--- src/design/ring_pkg.sv ---
//==========================================================================
// station id sits in the top bits of both the ring address and the tid
// ids above 23 are out of range and get a DECERR from the local station
//==========================================================================
package ring_pkg;

  // widths
  localparam int STATION_ID_W = 5;
  localparam int RING_ADDR_W  = 25;
  localparam int OFFSET_W     = RING_ADDR_W - STATION_ID_W;
  localparam int TID_W        = 8;
  localparam int DATA_W       = 32;

  // highest legal ring address
  // top 5 bits of 24 and up are illegal
  localparam logic [RING_ADDR_W-1:0] MAX_RING_ADDR = 25'h17fffff;

  // read response codes
  localparam logic [1:0] RESP_OKAY   = 2'b00;
  localparam logic [1:0] RESP_DECERR = 2'b11;

  // routing view of an address
  typedef struct packed {
    logic [STATION_ID_W-1:0] sid;
    logic [OFFSET_W-1:0]     offset;
  } ring_addr_fields_t;

  // flat for the limit compare, fields for routing
  typedef union packed {
    logic [RING_ADDR_W-1:0] flat;
    ring_addr_fields_t      fields;
  } ring_addr_u;

  // read request, 33 bits
  typedef struct packed {
    ring_addr_u       araddr;
    logic [TID_W-1:0] arid;
  } ring_ar_t;

  // read response, 43 bits
  typedef struct packed {
    logic [TID_W-1:0]  rid;
    logic [DATA_W-1:0] rdata;
    logic [1:0]        rresp;
    logic              rlast;
  } ring_r_t;

  // home station of a transaction id
  function automatic logic [STATION_ID_W-1:0] tid_sid(logic [TID_W-1:0] tid);
    return tid[TID_W-1 -: STATION_ID_W];
  endfunction

endpackage

--- src/design/ring_err_responder.sv ---
//==========================================================================
// one illegal request at a time, answered with DECERR and zero data
//==========================================================================
`timescale 1ns/10ps

module ring_err_responder
  import ring_pkg::*;
(
  input  logic     clk,
  input  logic     i_reset,
  input  logic     i_err_ar_valid,
  input  ring_ar_t i_err_ar,
  output logic     o_err_ar_ready,
  output logic     o_err_r_valid,
  output ring_r_t  o_err_r,
  input  logic     i_err_r_ready
);

  logic             full;
  logic [TID_W-1:0] held_id;

  assign o_err_ar_ready = ~full;

  always_ff @(posedge clk) begin
    if (i_reset) begin
      full <= 1'b0;
    end else if (i_err_ar_valid & ~full) begin
      full <= 1'b1;
    end else if (i_err_r_ready & full) begin
      full <= 1'b0;
    end
  end

  // stamped arid comes back as rid
  always_ff @(posedge clk) begin
    if (i_err_ar_valid & ~full) begin
      held_id <= i_err_ar.arid;
    end
  end

  assign o_err_r_valid = full;
  always_comb begin
    o_err_r.rid   = held_id;
    o_err_r.rdata = '0;
    o_err_r.rresp = RESP_DECERR;
    o_err_r.rlast = 1'b1;
  end

  a_err_r_stable: assert property (@(posedge clk) disable iff (i_reset)
    o_err_r_valid && !i_err_r_ready |=> o_err_r_valid && $stable(o_err_r));

endmodule

--- src/design/ring_req_router.sv ---
//==========================================================================
// one registered slot per output, ring input wins a shared output
// only local requests are range checked, ring traffic is trusted
//==========================================================================
`timescale 1ns/10ps

module ring_req_router
  import ring_pkg::*;
#(
  parameter logic [STATION_ID_W-1:0] LOCAL_STATION_ID = '0
) (
  input  logic     clk,
  input  logic     i_reset,
  // from ring
  input  logic     i_ring_ar_valid,
  input  ring_ar_t i_ring_ar,
  output logic     o_ring_ar_ready,
  // from local agent
  input  logic     i_local_ar_valid,
  input  ring_ar_t i_local_ar,
  output logic     o_local_ar_ready,
  // to ring
  output logic     o_ring_ar_valid,
  output ring_ar_t o_ring_ar,
  input  logic     i_ring_ar_ready,
  // to local agent
  output logic     o_local_ar_valid,
  output ring_ar_t o_local_ar,
  input  logic     i_local_ar_ready,
  // illegal local requests
  output logic     o_err_ar_valid,
  output ring_ar_t o_err_ar,
  input  logic     i_err_ar_ready
);

  ring_ar_t local_ar_stamped;
  logic     local_err;
  logic     ring_to_local, local_to_local;
  logic     ring_free, local_free;
  logic     local_blocked;
  logic     ring_in_fire, local_in_fire;
  logic     load_ring, load_local;
  logic     ring_slot_valid, local_slot_valid;
  ring_ar_t ring_slot, local_slot;

  //========================================================================
  // decode
  //========================================================================
  // local requests carry our id home in the top arid bits
  always_comb begin
    local_ar_stamped = i_local_ar;
    local_ar_stamped.arid[TID_W-1 -: STATION_ID_W] = LOCAL_STATION_ID;
  end

  assign local_err      = i_local_ar.araddr.flat > MAX_RING_ADDR;
  assign ring_to_local  = i_ring_ar.araddr.fields.sid == LOCAL_STATION_ID;
  assign local_to_local = i_local_ar.araddr.fields.sid == LOCAL_STATION_ID;

  // slot takes a new item when empty or draining now
  assign ring_free  = ~ring_slot_valid | i_ring_ar_ready;
  assign local_free = ~local_slot_valid | i_local_ar_ready;

  //========================================================================
  // arbitration
  //========================================================================
  assign o_ring_ar_ready = ring_to_local ? local_free : ring_free;

  // local waits when ring wants the same output
  assign local_blocked = i_ring_ar_valid & (ring_to_local == local_to_local);

  assign o_local_ar_ready = local_err ? i_err_ar_ready :
                            ~local_blocked & (local_to_local ? local_free : ring_free);

  assign ring_in_fire  = i_ring_ar_valid & o_ring_ar_ready;
  assign local_in_fire = i_local_ar_valid & o_local_ar_ready & ~local_err;

  assign load_ring  = (ring_in_fire & ~ring_to_local) | (local_in_fire & ~local_to_local);
  assign load_local = (ring_in_fire & ring_to_local) | (local_in_fire & local_to_local);

  // error path is combinational, the responder registers it
  assign o_err_ar_valid = i_local_ar_valid & local_err;
  assign o_err_ar       = local_ar_stamped;

  //========================================================================
  // output slots
  //========================================================================
  always_ff @(posedge clk) begin
    if (i_reset) begin
      ring_slot_valid  <= 1'b0;
      local_slot_valid <= 1'b0;
    end else begin
      if (ring_free) begin
        ring_slot_valid <= load_ring;
      end
      if (local_free) begin
        local_slot_valid <= load_local;
      end
    end
  end

  // payload only, ring input has priority
  always_ff @(posedge clk) begin
    if (load_ring) begin
      ring_slot <= (ring_in_fire & ~ring_to_local) ? i_ring_ar : local_ar_stamped;
    end
    if (load_local) begin
      local_slot <= (ring_in_fire & ring_to_local) ? i_ring_ar : local_ar_stamped;
    end
  end

  assign o_ring_ar_valid  = ring_slot_valid;
  assign o_ring_ar        = ring_slot;
  assign o_local_ar_valid = local_slot_valid;
  assign o_local_ar       = local_slot;

  // stalled slots hold their item
  a_ring_slot_stable: assert property (@(posedge clk) disable iff (i_reset)
    o_ring_ar_valid && !i_ring_ar_ready |=> o_ring_ar_valid && $stable(o_ring_ar));
  a_local_slot_stable: assert property (@(posedge clk) disable iff (i_reset)
    o_local_ar_valid && !i_local_ar_ready |=> o_local_ar_valid && $stable(o_local_ar));

  // local slot only ever holds our own addresses
  a_local_slot_sid: assert property (@(posedge clk) disable iff (i_reset)
    o_local_ar_valid |-> o_local_ar.araddr.fields.sid == LOCAL_STATION_ID);

endmodule

--- src/design/ring_resp_router.sv ---
//==========================================================================
// routes R by the station id in rid, error responses always go local
// priority per output is ring, then local, then error
//==========================================================================
`timescale 1ns/10ps

module ring_resp_router
  import ring_pkg::*;
#(
  parameter logic [STATION_ID_W-1:0] LOCAL_STATION_ID = '0
) (
  input  logic    clk,
  input  logic    i_reset,
  // inputs
  input  logic    i_ring_r_valid,
  input  ring_r_t i_ring_r,
  output logic    o_ring_r_ready,
  input  logic    i_local_r_valid,
  input  ring_r_t i_local_r,
  output logic    o_local_r_ready,
  input  logic    i_err_r_valid,
  input  ring_r_t i_err_r,
  output logic    o_err_r_ready,
  // outputs
  output logic    o_ring_r_valid,
  output ring_r_t o_ring_r,
  input  logic    i_ring_r_ready,
  output logic    o_local_r_valid,
  output ring_r_t o_local_r,
  input  logic    i_local_r_ready
);

  logic    ring_to_local, local_to_local;
  logic    ring_free, local_free;
  logic    ring_fire, local_fire, err_fire;
  logic    load_ring, load_local;
  logic    ring_slot_valid, local_slot_valid;
  ring_r_t ring_slot, local_slot;

  assign ring_to_local  = tid_sid(i_ring_r.rid) == LOCAL_STATION_ID;
  assign local_to_local = tid_sid(i_local_r.rid) == LOCAL_STATION_ID;

  assign ring_free  = ~ring_slot_valid | i_ring_r_ready;
  assign local_free = ~local_slot_valid | i_local_r_ready;

  //========================================================================
  // arbitration
  //========================================================================
  assign o_ring_r_ready  = ring_to_local ? local_free : ring_free;
  assign o_local_r_ready = ~(i_ring_r_valid & (ring_to_local == local_to_local)) &
                           (local_to_local ? local_free : ring_free);
  // error path loses to anything aimed at the local slot
  assign o_err_r_ready = local_free & ~(i_ring_r_valid & ring_to_local) &
                         ~(i_local_r_valid & local_to_local);

  assign ring_fire  = i_ring_r_valid & o_ring_r_ready;
  assign local_fire = i_local_r_valid & o_local_r_ready;
  assign err_fire   = i_err_r_valid & o_err_r_ready;

  assign load_ring  = (ring_fire & ~ring_to_local) | (local_fire & ~local_to_local);
  assign load_local = (ring_fire & ring_to_local) | (local_fire & local_to_local) | err_fire;

  //========================================================================
  // output slots
  //========================================================================
  always_ff @(posedge clk) begin
    if (i_reset) begin
      ring_slot_valid  <= 1'b0;
      local_slot_valid <= 1'b0;
    end else begin
      if (ring_free) begin
        ring_slot_valid <= load_ring;
      end
      if (local_free) begin
        local_slot_valid <= load_local;
      end
    end
  end

  always_ff @(posedge clk) begin
    if (load_ring) begin
      ring_slot <= (ring_fire & ~ring_to_local) ? i_ring_r : i_local_r;
    end
    if (ring_fire & ring_to_local) begin
      local_slot <= i_ring_r;
    end else if (local_fire & local_to_local) begin
      local_slot <= i_local_r;
    end else if (err_fire) begin
      local_slot <= i_err_r;
    end
  end

  assign o_ring_r_valid  = ring_slot_valid;
  assign o_ring_r        = ring_slot;
  assign o_local_r_valid = local_slot_valid;
  assign o_local_r       = local_slot;

  a_ring_slot_stable: assert property (@(posedge clk) disable iff (i_reset)
    o_ring_r_valid && !i_ring_r_ready |=> o_ring_r_valid && $stable(o_ring_r));
  a_local_slot_stable: assert property (@(posedge clk) disable iff (i_reset)
    o_local_r_valid && !i_local_r_ready |=> o_local_r_valid && $stable(o_local_r));

endmodule

--- src/design/ring_station.sv ---
//==========================================================================
// read-only ring station with a single station id
// AR latency is one cycle, local DECERR comes back two cycles after AR
//==========================================================================
`timescale 1ns/10ps

module ring_station
  import ring_pkg::*;
#(
  parameter logic [STATION_ID_W-1:0] LOCAL_STATION_ID = '0
) (
  input  logic     clk,
  input  logic     i_reset,
  // AR in
  input  logic     i_ring_ar_valid,
  input  ring_ar_t i_ring_ar,
  output logic     o_ring_ar_ready,
  input  logic     i_local_ar_valid,
  input  ring_ar_t i_local_ar,
  output logic     o_local_ar_ready,
  // AR out
  output logic     o_ring_ar_valid,
  output ring_ar_t o_ring_ar,
  input  logic     i_ring_ar_ready,
  output logic     o_local_ar_valid,
  output ring_ar_t o_local_ar,
  input  logic     i_local_ar_ready,
  // R in
  input  logic     i_ring_r_valid,
  input  ring_r_t  i_ring_r,
  output logic     o_ring_r_ready,
  input  logic     i_local_r_valid,
  input  ring_r_t  i_local_r,
  output logic     o_local_r_ready,
  // R out
  output logic     o_ring_r_valid,
  output ring_r_t  o_ring_r,
  input  logic     i_ring_r_ready,
  output logic     o_local_r_valid,
  output ring_r_t  o_local_r,
  input  logic     i_local_r_ready
);

  // error loop between the routers
  logic     err_ar_valid, err_ar_ready;
  ring_ar_t err_ar;
  logic     err_r_valid, err_r_ready;
  ring_r_t  err_r;

  ring_req_router #(.LOCAL_STATION_ID(LOCAL_STATION_ID)) req_router_i (
    .clk, .i_reset,
    .i_ring_ar_valid, .i_ring_ar, .o_ring_ar_ready,
    .i_local_ar_valid, .i_local_ar, .o_local_ar_ready,
    .o_ring_ar_valid, .o_ring_ar, .i_ring_ar_ready,
    .o_local_ar_valid, .o_local_ar, .i_local_ar_ready,
    .o_err_ar_valid (err_ar_valid),
    .o_err_ar       (err_ar),
    .i_err_ar_ready (err_ar_ready)
  );

  ring_err_responder err_responder_i (
    .clk, .i_reset,
    .i_err_ar_valid (err_ar_valid),
    .i_err_ar       (err_ar),
    .o_err_ar_ready (err_ar_ready),
    .o_err_r_valid  (err_r_valid),
    .o_err_r        (err_r),
    .i_err_r_ready  (err_r_ready)
  );

  ring_resp_router #(.LOCAL_STATION_ID(LOCAL_STATION_ID)) resp_router_i (
    .clk, .i_reset,
    .i_ring_r_valid, .i_ring_r, .o_ring_r_ready,
    .i_local_r_valid, .i_local_r, .o_local_r_ready,
    .i_err_r_valid (err_r_valid),
    .i_err_r       (err_r),
    .o_err_r_ready (err_r_ready),
    .o_ring_r_valid, .o_ring_r, .i_ring_r_ready,
    .o_local_r_valid, .o_local_r, .i_local_r_ready
  );

endmodule

--- config.mk ---
export PLATFORM = sky130hd
export DESIGN_NAME = ring_station
export DESIGN_NICKNAME = d
export VERILOG_FILES = /design/src/design/ring_pkg.sv /design/src/design/ring_err_responder.sv /design/src/design/ring_req_router.sv /design/src/design/ring_resp_router.sv /design/src/design/ring_station.sv
export SDC_FILE = /design/constraint.sdc
export NUM_CORES = 1
export LEC_CHECK = 0
export ABC_AREA = 1
export ABC_CLOCK_PERIOD_IN_PS = 4300
export BUFFER_PORTS_ARGS = -buffer_cell sky130_fd_sc_hd__buf_4
export CAP_MARGIN = 20
export CORE_AREA = 2 2 146 112
export CTS_CLUSTER_DIAMETER = 120
export CTS_CLUSTER_SIZE = 16
export DETAILED_ROUTE_END_ITERATION = 10
export DIE_AREA = 0 0 148 114
export GPL_TIMING_DRIVEN = 0
export HOLD_SLACK_MARGIN = 0.03
export PLACE_DENSITY = 0.82
export REMOVE_ABC_BUFFERS = 1
export SLEW_MARGIN = 30
export SYNTH_ARGS = -nofsm -noshare
export SYNTH_HDL_FRONTEND = slang
export SYNTH_SLANG_ARGS = --single-unit
--- constraint.sdc ---
create_clock -name clk -period 4.3 [get_ports clk]
set_clock_uncertainty 0.1 [all_clocks]
set_input_delay 0.43 -clock clk [delete_from_list [all_inputs] [get_ports clk]]
set_output_delay 0.43 -clock clk [all_outputs]
set_load 0.01 [all_outputs]
### After elaboration in Yosys (flattened, before gate mapping)

Index checks and enable logic that the tools add are counted.

| word-level totals | value |
|---|---|
| register bits after elaboration | 160 |
| output and inout bits | 160 |
| bits of input ports | 162 |

| operators by class | value |
|---|---|
| equal/unequal tests | 2 |
| reductions and logical operators | 6 |
| order comparisons | 1 |
| multiplexer cells | 13 |
| bitwise gates (word level) | 47 |

Operators by type and width:

| operator | number |
|---|---|
| 2-to-1 mux 43 bit | 4 |
| 2-to-1 mux 33 bit | 2 |
| greater-than comparator 25 bit, second input constant | 1 |
| AND 1 bit | 24 |
| zero test 5 bit | 4 |
| NOT 1 bit | 14 |
| OR 1 bit | 9 |
| 2-to-1 mux 1 bit | 7 |
| nonzero test 3 bit | 1 |
| equality test 1 bit | 2 |
| nonzero test 2 bit | 1 |

### Longest topological paths before layout

Gate-level depths: netlist of the first run.

| depth | value |
|---|---|
| word-level depth | 10 |
| depth in mapped cells | 11 |

### Modules after synthesis

A second synthesis of the first run with hierarchy kept.

| unflattened totals | value |
|---|---|
| cells, all modules | 884 |
| area total of the unflattened synthesis | 8,476.9 µm² |

By module, submodules not included:

| module | times used | area each (µm²) | sequential area each (µm²) | cells each |
|---|---|---|---|---|
| ring_resp_router | 1 | 4,606.9 | 2,622.5 | 531 |
| ring_req_router | 1 | 3,309.4 | 2,021.9 | 301 |
| ring_err_responder | 1 | 560.5 | 260.2 | 52 |

### Worst setup path before layout of the first run

No wires, ideal clock.

| path | value |
|---|---|
| path type | input -> register |
| start point | input i_local_r[41] in the netlist's numbering |
| end point | register resp_router_i.local_slot (netlist bit resp_router_i.o_local_r[0]), enable pin |
| setup time | 469 ps |
| required time | 3,731 ps |
| stages on the path | 5 |
| arrival | 3,205 ps |
| buffers on the path | 0 |
| path slack | 526 ps |
| path through | nor3_1 -> nand2_1 -> inv_2 -> nand2_2 -> a31oi_1 |

| on the way | value |
|---|---|
| longest elaborated chain between the ends | 8 |

RTL lines:

| element | line | source |
|---|---|---|
| start, declared | ring_station.sv:33 | `input ring_r_t i_local_r,` |
| zero test 5 bit * | ring_resp_router.sv:41 | `assign local_to_local = tid_sid(i_local_r.rid) == LOCAL_STATION_ID;` |
| equality test 1 bit | ring_resp_router.sv:50 | `assign o_local_r_ready = ~(i_ring_r_valid & (ring_to_local == local_to_local)) &` |
| AND 1 bit | ring_resp_router.sv:50 |  |
| NOT 1 bit | ring_resp_router.sv:50 |  |
| AND 1 bit | ring_resp_router.sv:50 |  |
| AND 1 bit | ring_resp_router.sv:57 | `assign local_fire = i_local_r_valid & o_local_r_ready;` |
| AND 1 bit | ring_resp_router.sv:86 | `end else if (local_fire & local_to_local) begin` |
| nonzero test 3 bit (no source line) * | n/a |  |
| end signal, assigned | ring_resp_router.sv:85 | `local_slot <= i_ring_r;` |
| end signal, assigned | ring_resp_router.sv:87 | `local_slot <= i_local_r;` |
| end signal, assigned | ring_resp_router.sv:89 | `local_slot <= i_err_r;` |
| end, declared | ring_resp_router.sv:38 | `ring_r_t ring_slot, local_slot;` |

Mark *: on every way between the ends. The rest lies on a longest branch, timed or not.
A chain may end at the register's enable or synchronous reset.

### Final worst setup path of the first run

| path | value |
|---|---|
| start point | input i_ring_ar[29] in the netlist's numbering |
| end point | register req_router_i.local_slot (netlist bit req_router_i.o_local_ar[6]), enable pin |

| on the way | value |
|---|---|
| longest elaborated chain between the ends | 10 |

RTL lines:

| element | line | source |
|---|---|---|
| start, declared | ring_station.sv:16 | `input ring_ar_t i_ring_ar,` |
| zero test 5 bit * | ring_req_router.sv:56 | `assign ring_to_local = i_ring_ar.araddr.fields.sid == LOCAL_STATION_ID;` |
| equality test 1 bit | ring_req_router.sv:69 | `assign local_blocked = i_ring_ar_valid & (ring_to_local == local_to_local);` |
| AND 1 bit | ring_req_router.sv:69 |  |
| NOT 1 bit | ring_req_router.sv:72 | `~local_blocked & (local_to_local ? local_free : ring_free);` |
| AND 1 bit | ring_req_router.sv:72 |  |
| 2-to-1 mux 1 bit | ring_req_router.sv:71 | `assign o_local_ar_ready = local_err ? i_err_ar_ready :` |
| AND 1 bit (2 in a row) | ring_req_router.sv:75 | `assign local_in_fire = i_local_ar_valid & o_local_ar_ready & ~local_err;` |
| AND 1 bit | ring_req_router.sv:78 | `assign load_local = (ring_in_fire & ring_to_local) \| (local_in_fire & local_to_local);` |
| OR 1 bit * | ring_req_router.sv:78 |  |
| net req_router_i.load_local | ring_req_router.sv:42 | `logic load_ring, load_local;` |
| end signal, assigned | ring_req_router.sv:107 | `local_slot <= (ring_in_fire & ring_to_local) ? i_ring_ar : local_ar_stamped;` |
| end, declared | ring_req_router.sv:44 | `ring_ar_t ring_slot, local_slot;` |

Mark *: on every way through the listed nets, which the timed path passes. The rest lies on a longest branch.

==> summary.txt, run 1 <==
Global routing
  – Pin count of the biggest net entering global routing: 63
  – Global-route wire length before repair: 29.4 mm
  – Total global-route track usage: 23.0%
  – GR Overflow Total: 0
  – Initial antenna violation count: 0
  – Vias in the first global route: 5618

Die
  – Row count: 40
  – Top Ports: 322
  – Core ar.: 0.0156 sq mm
  – Initial Util: 46.6%
  – Die width: 148 microns
  – Die Y: 114 microns
  – Die area: 0.0169 sq mm

Clocking
  – Postcts setup bufs: 0
  – CTS clk-pin slew, worst paths: 0.07 ns
  – Clock Path Buffers: 2
  – Count of clock tree sinks: 160
  – Hold Buf Count CTS: 0
  – TritonCTS Buffers: 17
  – CTS H-tree depth: 4
  – Worst skew pair latency: 0.41 ns
  – Post-CTS Resized: 0
  – CTS tree: yes
  – Clk root buf: clkbuf_16

Outcome
  – Outcome: finished clean

Synthesis
  – Syn avg cell area: 11.5 sq um
  – Cell taking the most area after synthesis: edfxtp_1
  – Post-synthesis cell count: 634
  – Mapped Area: 0.00728 sq mm
  – Most used DFF post-synth: edfxtp_1
  – Top post-synthesis cells by area: edfxtp_1 64%, nand2_1 5.9%, o21ai_2 4.7%, nand3_2 4.7%, inv_1 4.6%
  – Post-synth top cells: 155 x edfxtp_1, 114 x nand2_1, 90 x inv_1, 46 x o21ai_0, 43 x o21ai_1
  – Warnings, synthesis: 0
  – FFs w/ async S/R, synth: 0%
  – Most numerous cell in the Yosys netlist: edfxtp_1
  – Synth Register Bits: 160
  – Sequential fraction of the synthesis area: 65.3%
  – Post-synth EDFFs: 155
  – Distinct cells, synth: 31
  – Post-synth top area share: 63.9%

Pwr
  – PnR Total Power: 0.00383 W
  – NetSw: 0.000942 W
  – Int Pwr: 0.00289 W
  – Pwr dens: 369 mW/mm^2
  – Combinational Power Share: 14.2%
  – Maximum VDD drop: 0.000270 V
  – Switching Share: 24.6%
  – Clk pwr share: 37.4%
  – Sequential share of power: 48.4%
  – Lkg Pwr: 4.62 nW

Timing
  – Max frequency: 361 MHz
  – Fin Hold WS: 0.104 ns
  – Fin crit share: 64.4%
  – Final min period: 2.77 ns
  – RSZ-0062 raised after global routing: false
  – Final Setup Violations: 0
  – TNS Setup: 0 ns
  – Final Max Tran Viols: 0
  – Hold Vio Cnt, Final: 0
  – Measured slew at the worst slew-check pin: 0.877 ns
  – Slew margin rel.: 41.3%

Detailed routing
  – Post-DRT Antenna Nets: 0
  – WL per Instance: 16.8 microns
  – Vias per cell: 4.90
  – Initial DRC Count: 368
  – Routed WL: 19.7 mm
  – Vias: 5738
  – Drt drc: 0
  – DR pass1 iterations: 5

Critical path
  – CP Launch Type: input pin
  – Crit path required time: 4.23 ns
  – Critical Path Sink Type: flop
  – Kind of critical path: input pin to flop
  – Crit path max fanout: 53
  – Reg2reg setup slack: 1.56 ns
  – Reg2Reg Launch Point: req_router_i.o_local_ar_valid$_SDFFE_PP0N_
  – Worst reg2reg endpoint: req_router_i.o_local_ar[6]$_SDFFCE_PN0P_
  – Critical path arrival: 2.70 ns
  – Worst R2R Path Depth: 5

Finish
  – Fill cells: 1194
  – Area growth, synth to finish: 42.8%
  – ANT cells: 0
  – FF+latch area: 0.00475 sq mm
  – Final net count: 1109
  – Multi-input gate area: 0.00199 sq mm
  – Layout cells sized above 1: 46.1%

Placed design
  – HPWL Detailed: 14.1 mm
  – Buffers on Ports: 316
  – GPL Wtd Cong: 0.807

Flow run
  – Max Cap Viol: 0

Worst hold path
  – Hold Crit Depth: 2
  – Hold endpoint: err_responder_i.o_err_r_valid$_SDFFE_PP0P_
  – Hold Crit Start: i_reset
  – HP Class: input pin to flop
-- critical path: stages --
cell      delay [ns]
buf_4           0.11
nor2_1          0.16
nand4_1         0.18
nor2_4          0.21
clkinv_2        0.62
nand2_2         0.95
-- layout by cell type, fill, tap and decap left out, drive strengths merged, types with 6 or more instances in the layout --
cell type and n:
inv 101, o21ai 128, clkinv 6, buf 320, nand3 47, nor2 33
nand2 117, edfxtp 155, clkbuf 18, a21oi 9
-- logic make-up (layout without fill, tap and decap cells) --
| group | Yosys count | count (layout) | share of synthesized area [%] |
|---|---|---|---|
| flip-flops | 160 | 160 | 65.3 |
| buffers and inverters | 128 | 450 | 8.18 |
| AO/OA/AOI/OAI | 141 | 141 | 11.8 |
| other | 1 | 5 | 0.0515 |
| AND/OR/NAND/NOR | 203 | 203 | 14.4 |
| multiplexers | 1 | 1 | 0.206 |
-- sequential cells by signal, summed over array words and instances, names as in the netlist --
name	flops
err_responder_i.held_id	3
err_responder_i.o_err_r_valid	1
req_router_i.o_local_ar	33
req_router_i.o_local_ar_valid	1
req_router_i.o_ring_ar	33
req_router_i.o_ring_ar_valid	1
resp_router_i.o_local_r	43
resp_router_i.o_local_r_valid	1
resp_router_i.o_ring_r	43
resp_router_i.o_ring_r_valid	1
-- cell type report --
| class | count | area share, % |
|---|---|---|
| clock buffer | 18 | 4.13 |
| clock inverter | 14 | 1.25 |
| multi-input combinational | 350 | 19.2 |
| sequential | 160 | 45.7 |
| timing repair buffer | 320 | 23.6 |
| inverter | 98 | 3.59 |
| tap | 210 | 2.53 |
-- metal layers --
metal	global-route usage, %	routed length (microns)
met5	0	0
met4	8.00	481
met3	9.32	2170
met1	25.8	7030
met2	40.0	9970
-- metrics by stage --
| step | utilization [%] | std cells | worst slack (ns) | cell area [sq um] |
|---|---|---|---|---|
| global placement | 62.2 | 1134 | -1.11 | 9710 |
| CTS | 66.6 | 1170 | 1.43 | 10400 |
| floorplan | - | 608 | 0.526 | 7070 |
| detailed placement | 63.0 | 1138 | 1.26 | 9840 |
| finish | 66.6 | 1170 | 1.53 | 10400 |
| global route | 66.6 | 1170 | 1.34 | 10400 |
-- power groups by stage --
stage	clock network, W	logic, W	registers [W]
final	0.00144	0.000543	0.00186
after detailed placement	0	0.000547	0.00189
after floorplan	0	0.000157	0.00194
after global placement	0	0.000521	0.00189
after global routing	0.00152	0.000588	0.00186
after CTS	0.00146	0.000548	0.00186
-- worst max-delay path by stage --
stage / from / to / slack, ns / cells past startpoint
global placement: i_local_r[41] / resp_router_i.o_local_r[42]$_DFFE_PP_ / -1.11 / 6
detailed placement: i_local_ar_ready / req_router_i.o_local_ar[4]$_SDFFCE_PN0P_ / 1.26 / 5
finish: i_ring_ar[29] / req_router_i.o_local_ar[6]$_SDFFCE_PN0P_ / 1.53 / 6
CTS: req_router_i.o_local_ar_valid$_SDFFE_PP0N_ / req_router_i.o_local_ar[6]$_SDFFCE_PN0P_ / 1.43 / 5
global route: req_router_i.o_local_ar_valid$_SDFFE_PP0N_ / req_router_i.o_local_ar[21]$_DFFE_PP_ / 1.34 / 5
floorplan: i_local_r[41] / resp_router_i.o_local_r[0]$_DFFE_PP_ / 0.53 / 5
Power figures use the tool's default switching activity.
==> run 2: changes to the inputs <==
ABC_AREA = 0   (was 1)
ABC_CLOCK_PERIOD_IN_PS = 2310   (was 4300)
CORE_AREA = 2 2 153 117   (was 2 2 146 112)
DIE_AREA = 0 0 155 119   (was 0 0 148 114)
PLACE_DENSITY = 0.78   (was 0.82)
clock period = 2.31 ns   (was 4.3 ns; I/O delays follow)
==> summary.txt, run 2 <==
Finish
  – Commonest non-fill, non-tap cells in the layout: 319 x buf_4, 155 x edfxtp_1, 146 x dlygate4sd3_1 (was 316 x buf_4, 155 x edfxtp_1, 111 x nand2_1)
  – ANT cells: 0 (unchanged)
  – Core Util, Final: 70.1% (was 66.6%)
  – Final net count: 1118 (was 1109)
  – Layout cells sized above 1: 48.6% (was 46.1%)
  – Most common cell after layout, fill and taps aside: buf_4 (unchanged)
  – Fill cells: 1077 (was 1194)
  – Final non-filler cell area: 0.0120 sq mm (was 0.0104 sq mm)
  – Area growth, synth to finish: 67.9% (was 42.8%)
  – Non-filler cells in the finished layout: 1188 (was 1170)

Placed design
  – Pre-CTS worst setup slack: -0.550 ns (was 1.26 ns)
  – HPWL Detailed: 14.7 mm (was 14.1 mm)
  – Placed inst area: 0.0100 sq mm (was 0.00984 sq mm)
  – GPL Wtd Cong: 0.790 (was 0.807)
  – Buffers on Ports: 316 (unchanged)
  – Placed cells: 1007 (was 1138)

Synthesis
  – Top post-synthesis cells by area: edfxtp_1 65%, mux2_4 8.4%, mux2_2 8.3%, a21oi_1 2.9%, nand3_1 2.3% (was edfxtp_1 64%, nand2_1 5.9%, o21ai_2 4.7%, nand3_2 4.7%, inv_1 4.6%)
  – Largest family of logic cells by synthesized area: multiplexers (was simple AND/OR/NAND/NOR gates)
  – Post-synth top area share: 64.9% (was 63.9%)
  – Sequential fraction of the synthesis area: 66.3% (was 65.3%)
  – Distinct cells, synth: 39 (was 31)
  – Post-synthesis cell count: 481 (was 634)
  – FFs w/ async S/R, synth: 0% (unchanged)
  – Most used DFF post-synth: edfxtp_1 (unchanged)
  – Adder-cell share of the synthesized area: 0% (unchanged)
  – Cell taking the most area after synthesis: edfxtp_1 (unchanged)
  – Post-synthesis mux area share: 16.8% (was 0.206%)
  – Post-Synth XOR/XNOR Area: 0.244% (was 0%)
  – Most numerous cell in the Yosys netlist: edfxtp_1 (unchanged)
  – Syn avg cell area: 14.9 sq um (was 11.5 sq um)
  – Post-synth EDFFs: 155 (unchanged)
  – Compound-Gate Fraction of Synth Area: 4.64% (was 11.8%)
  – Simple-gate share of the synthesized area: 8.67% (was 14.4%)
  – Mapped Area: 0.00717 sq mm (was 0.00728 sq mm)
  – Post-synth top cells: 155 x edfxtp_1, 53 x mux2_2, 41 x a21oi_1, 40 x mux2_4, 37 x nand2_1 (was 155 x edfxtp_1, 114 x nand2_1, 90 x inv_1, 46 x o21ai_0, 43 x o21ai_1)
  – Warnings, synthesis: 0 (unchanged)
  – Synth Register Bits: 160 (unchanged)

Clocking
  – Clk root buf: clkbuf_16 (unchanged)
  – TritonCTS Buffers: 17 (unchanged)
  – Clock Path Buffers: 2 (unchanged)
  – CTS tree: yes (unchanged)
  – CTS H-tree depth: 4 (unchanged)
  – Worst skew pair latency: 0.42 ns (was 0.41 ns)
  – CTS clk-pin slew, worst paths: 0.07 ns (about the same)
  – Count of clock tree sinks: 160 (unchanged)

Detailed routing
  – Vias per cell: 5.16 (was 4.90)
  – WL per Instance: 20.2 microns (was 16.8 microns)
  – Vias: 6134 (was 5738)
  – DR pass1 iterations: 6 (was 5)
  – Initial DRC Count: 377 (was 368)
  – Routed WL: 24.0 mm (was 19.7 mm)
  – Drt drc: 0 (unchanged)
  – Post-DRT Antenna Nets: 0 (unchanged)

Global routing
  – Vias in the first global route: 6416 (was 5618)
  – GR Overflow Total: 0 (unchanged)
  – Initial antenna violation count: 0 (unchanged)
  – Pin count of the biggest net entering global routing: 34 (was 63)
  – Global-route wire length before repair: 35.5 mm (was 29.4 mm)
  – Total global-route track usage: 25.4% (was 23.0%)

Critical path
  – Critical path arrival: 1.91 ns (was 2.70 ns)
  – CP Launch Type: input pin (unchanged)
  – Worst setup path start: i_ring_r[41] (was i_ring_ar[29])
  – Worst R2R Path Depth: 3 (was 5)
  – Reg2reg setup slack: 0.30 ns (was 1.56 ns)
  – Worst reg2reg endpoint: resp_router_i.o_ring_r[34]$_DFFE_PP_ (was req_router_i.o_local_ar[6]$_SDFFCE_PN0P_)
  – Critical Path Sink Type: primary output (was flop)
  – Kind of critical path: input pin to primary output (was input pin to flop)
  – Crit path required time: 1.98 ns (was 4.23 ns)
  – Crit path max fanout: 7 (was 53)
  – Reg2Reg Launch Point: resp_router_i.o_ring_r_valid$_SDFFE_PP0N_ (was req_router_i.o_local_ar_valid$_SDFFE_PP0N_)

Timing
  – RSZ-0062 raised after global routing: false (unchanged)
  – Final Setup Violations: 0 (unchanged)
  – Final Worst Setup Slack: 0.0644 ns (was 1.53 ns)
  – Measured slew at the worst slew-check pin: 0.566 ns (was 0.877 ns)
  – Fin crit share: 97.2%
  – Hold Vio Cnt, Final: 0 (unchanged)
  – Final Max Tran Viols: 0 (unchanged)
  – Max frequency: 445 MHz
  – Slew margin rel.: 62.3% (was 41.3%)
  – Final min period: 2.25 ns

Worst hold path
  – Hold Crit Depth: 2 (unchanged)
  – Hold Crit Start: i_ring_r[1] (was i_reset)
  – Hold endpoint: resp_router_i.o_ring_r[1]$_DFFE_PP_ (was err_responder_i.o_err_r_valid$_SDFFE_PP0P_)
  – HP Class: input pin to flop (unchanged)

Die
  – Initial Util: 41.7% (was 46.6%)
  – Core ar.: 0.0172 sq mm (was 0.0156 sq mm)
  – Row count: 42 (was 40)
  – Top Ports: 322 (unchanged)
  – Die Y: 119 microns (was 114 microns)
  – Die area: 0.0184 sq mm (was 0.0169 sq mm)
  – Die width: 155 microns (was 148 microns)

Flow run
  – Max Cap Viol: 0 (unchanged)

Pwr
  – PnR Total Power: 0.00734 W (was 0.00383 W)
  – Pwr dens: 610 mW/mm^2 (was 369 mW/mm^2)
  – Lkg Pwr: 5.03 nW (was 4.62 nW)
  – Maximum VDD drop: 0.000561 V (was 0.000270 V)

Outcome
  – Outcome: finished clean (unchanged)
[run 2: report_power, final]
part           internal [W]  switching [W]
registers           0.00339      0.0000522
logic              0.000763       0.000537
clock network       0.00138        0.00122
[run 2: worst max path at each step]
stage / endpoint / cells after the start
after global placement: resp_router_i.o_local_r[29]$_DFFE_PP_ / 2
after floorplan: resp_router_i.o_local_r[0]$_DFFE_PP_ / 4
after CTS: resp_router_i.o_local_r[30]$_DFFE_PP_ / 7
final: o_local_r_ready / 6
after global routing: o_local_ar_ready / 7
after detailed placement: resp_router_i.o_ring_r[1]$_DFFE_PP_ / 5
[run 2: area by class of cell]
| type | instances | area, sq um | area share (%) |
|---|---|---|---|
| Sequential cell | 160 | 4750 | 39.5 |
| Clock buffer | 17 | 425 | 3.53 |
| Timing Repair Buffer | 478 | 4170 | 34.6 |
| Clock inverter | 14 | 110 | 0.914 |
| Inverter | 11 | 41.3 | 0.343 |
| Multi-Input combinational cell | 288 | 2270 | 18.9 |
| Tap cell | 220 | 275 | 2.28 |
[run 2: repair_timing]
action | CTS | global route
pin swaps | 1 | 1
gates cloned | 1 | 0
setup endpoints to repair | 43 | 64
endpoints found under the hold margin | 111 | 0
hold buffers | 146 | 0
buffers inserted | 0 | 3
gates resized for setup | 1 | 1
[run 2: routing by layer]
| metal | part of all wire [%] | wire, microns | vias to the layer above | GRT usage, % |
|---|---|---|---|---|
| met1 | 37 | 8810 | 2963 | 28.7 |
| met4 | 2.1 | 510 | 0 | 9.14 |
| met3 | 9.3 | 2240 | 39 | 8.22 |
| met2 | 52 | 12400 | 378 | 44.9 |
| met5 | 0 | 0 | - | 0 |
| li1 | - | - | 2754 | - |
[run 2: metrics by stage]
| step | setup TNS [ns] | hold WS [ns] |
|---|---|---|
| finish | 0 | 0.0473 |
| global route | 0 | 0.0336 |
| CTS | 0 | 0.0305 |
| detailed placement | -52.74 | 0.341 |
| global placement | -483.22 | 0.337 |
| floorplan | -164.41 | 0.200 |
[run 2: kinds of logic (layout without fill, tap and decap cells)]
group,count (synthesis),in the layout
DFF,160,160
and+or+nand+nor,127,128
muxes,94,94
AOI/OAI and AO/OA,59,59
buffers and inverters,38,520
xor gates and xnor gates,2,2
other,1,5
[run 2: worst max-delay path, stage by stage]
cell	delay [ns]
buf_4	0.11
or4_1	0.70
nor2_1	0.29
xnor2_1	0.11
a221oi_1	0.28
buf_4	0.18
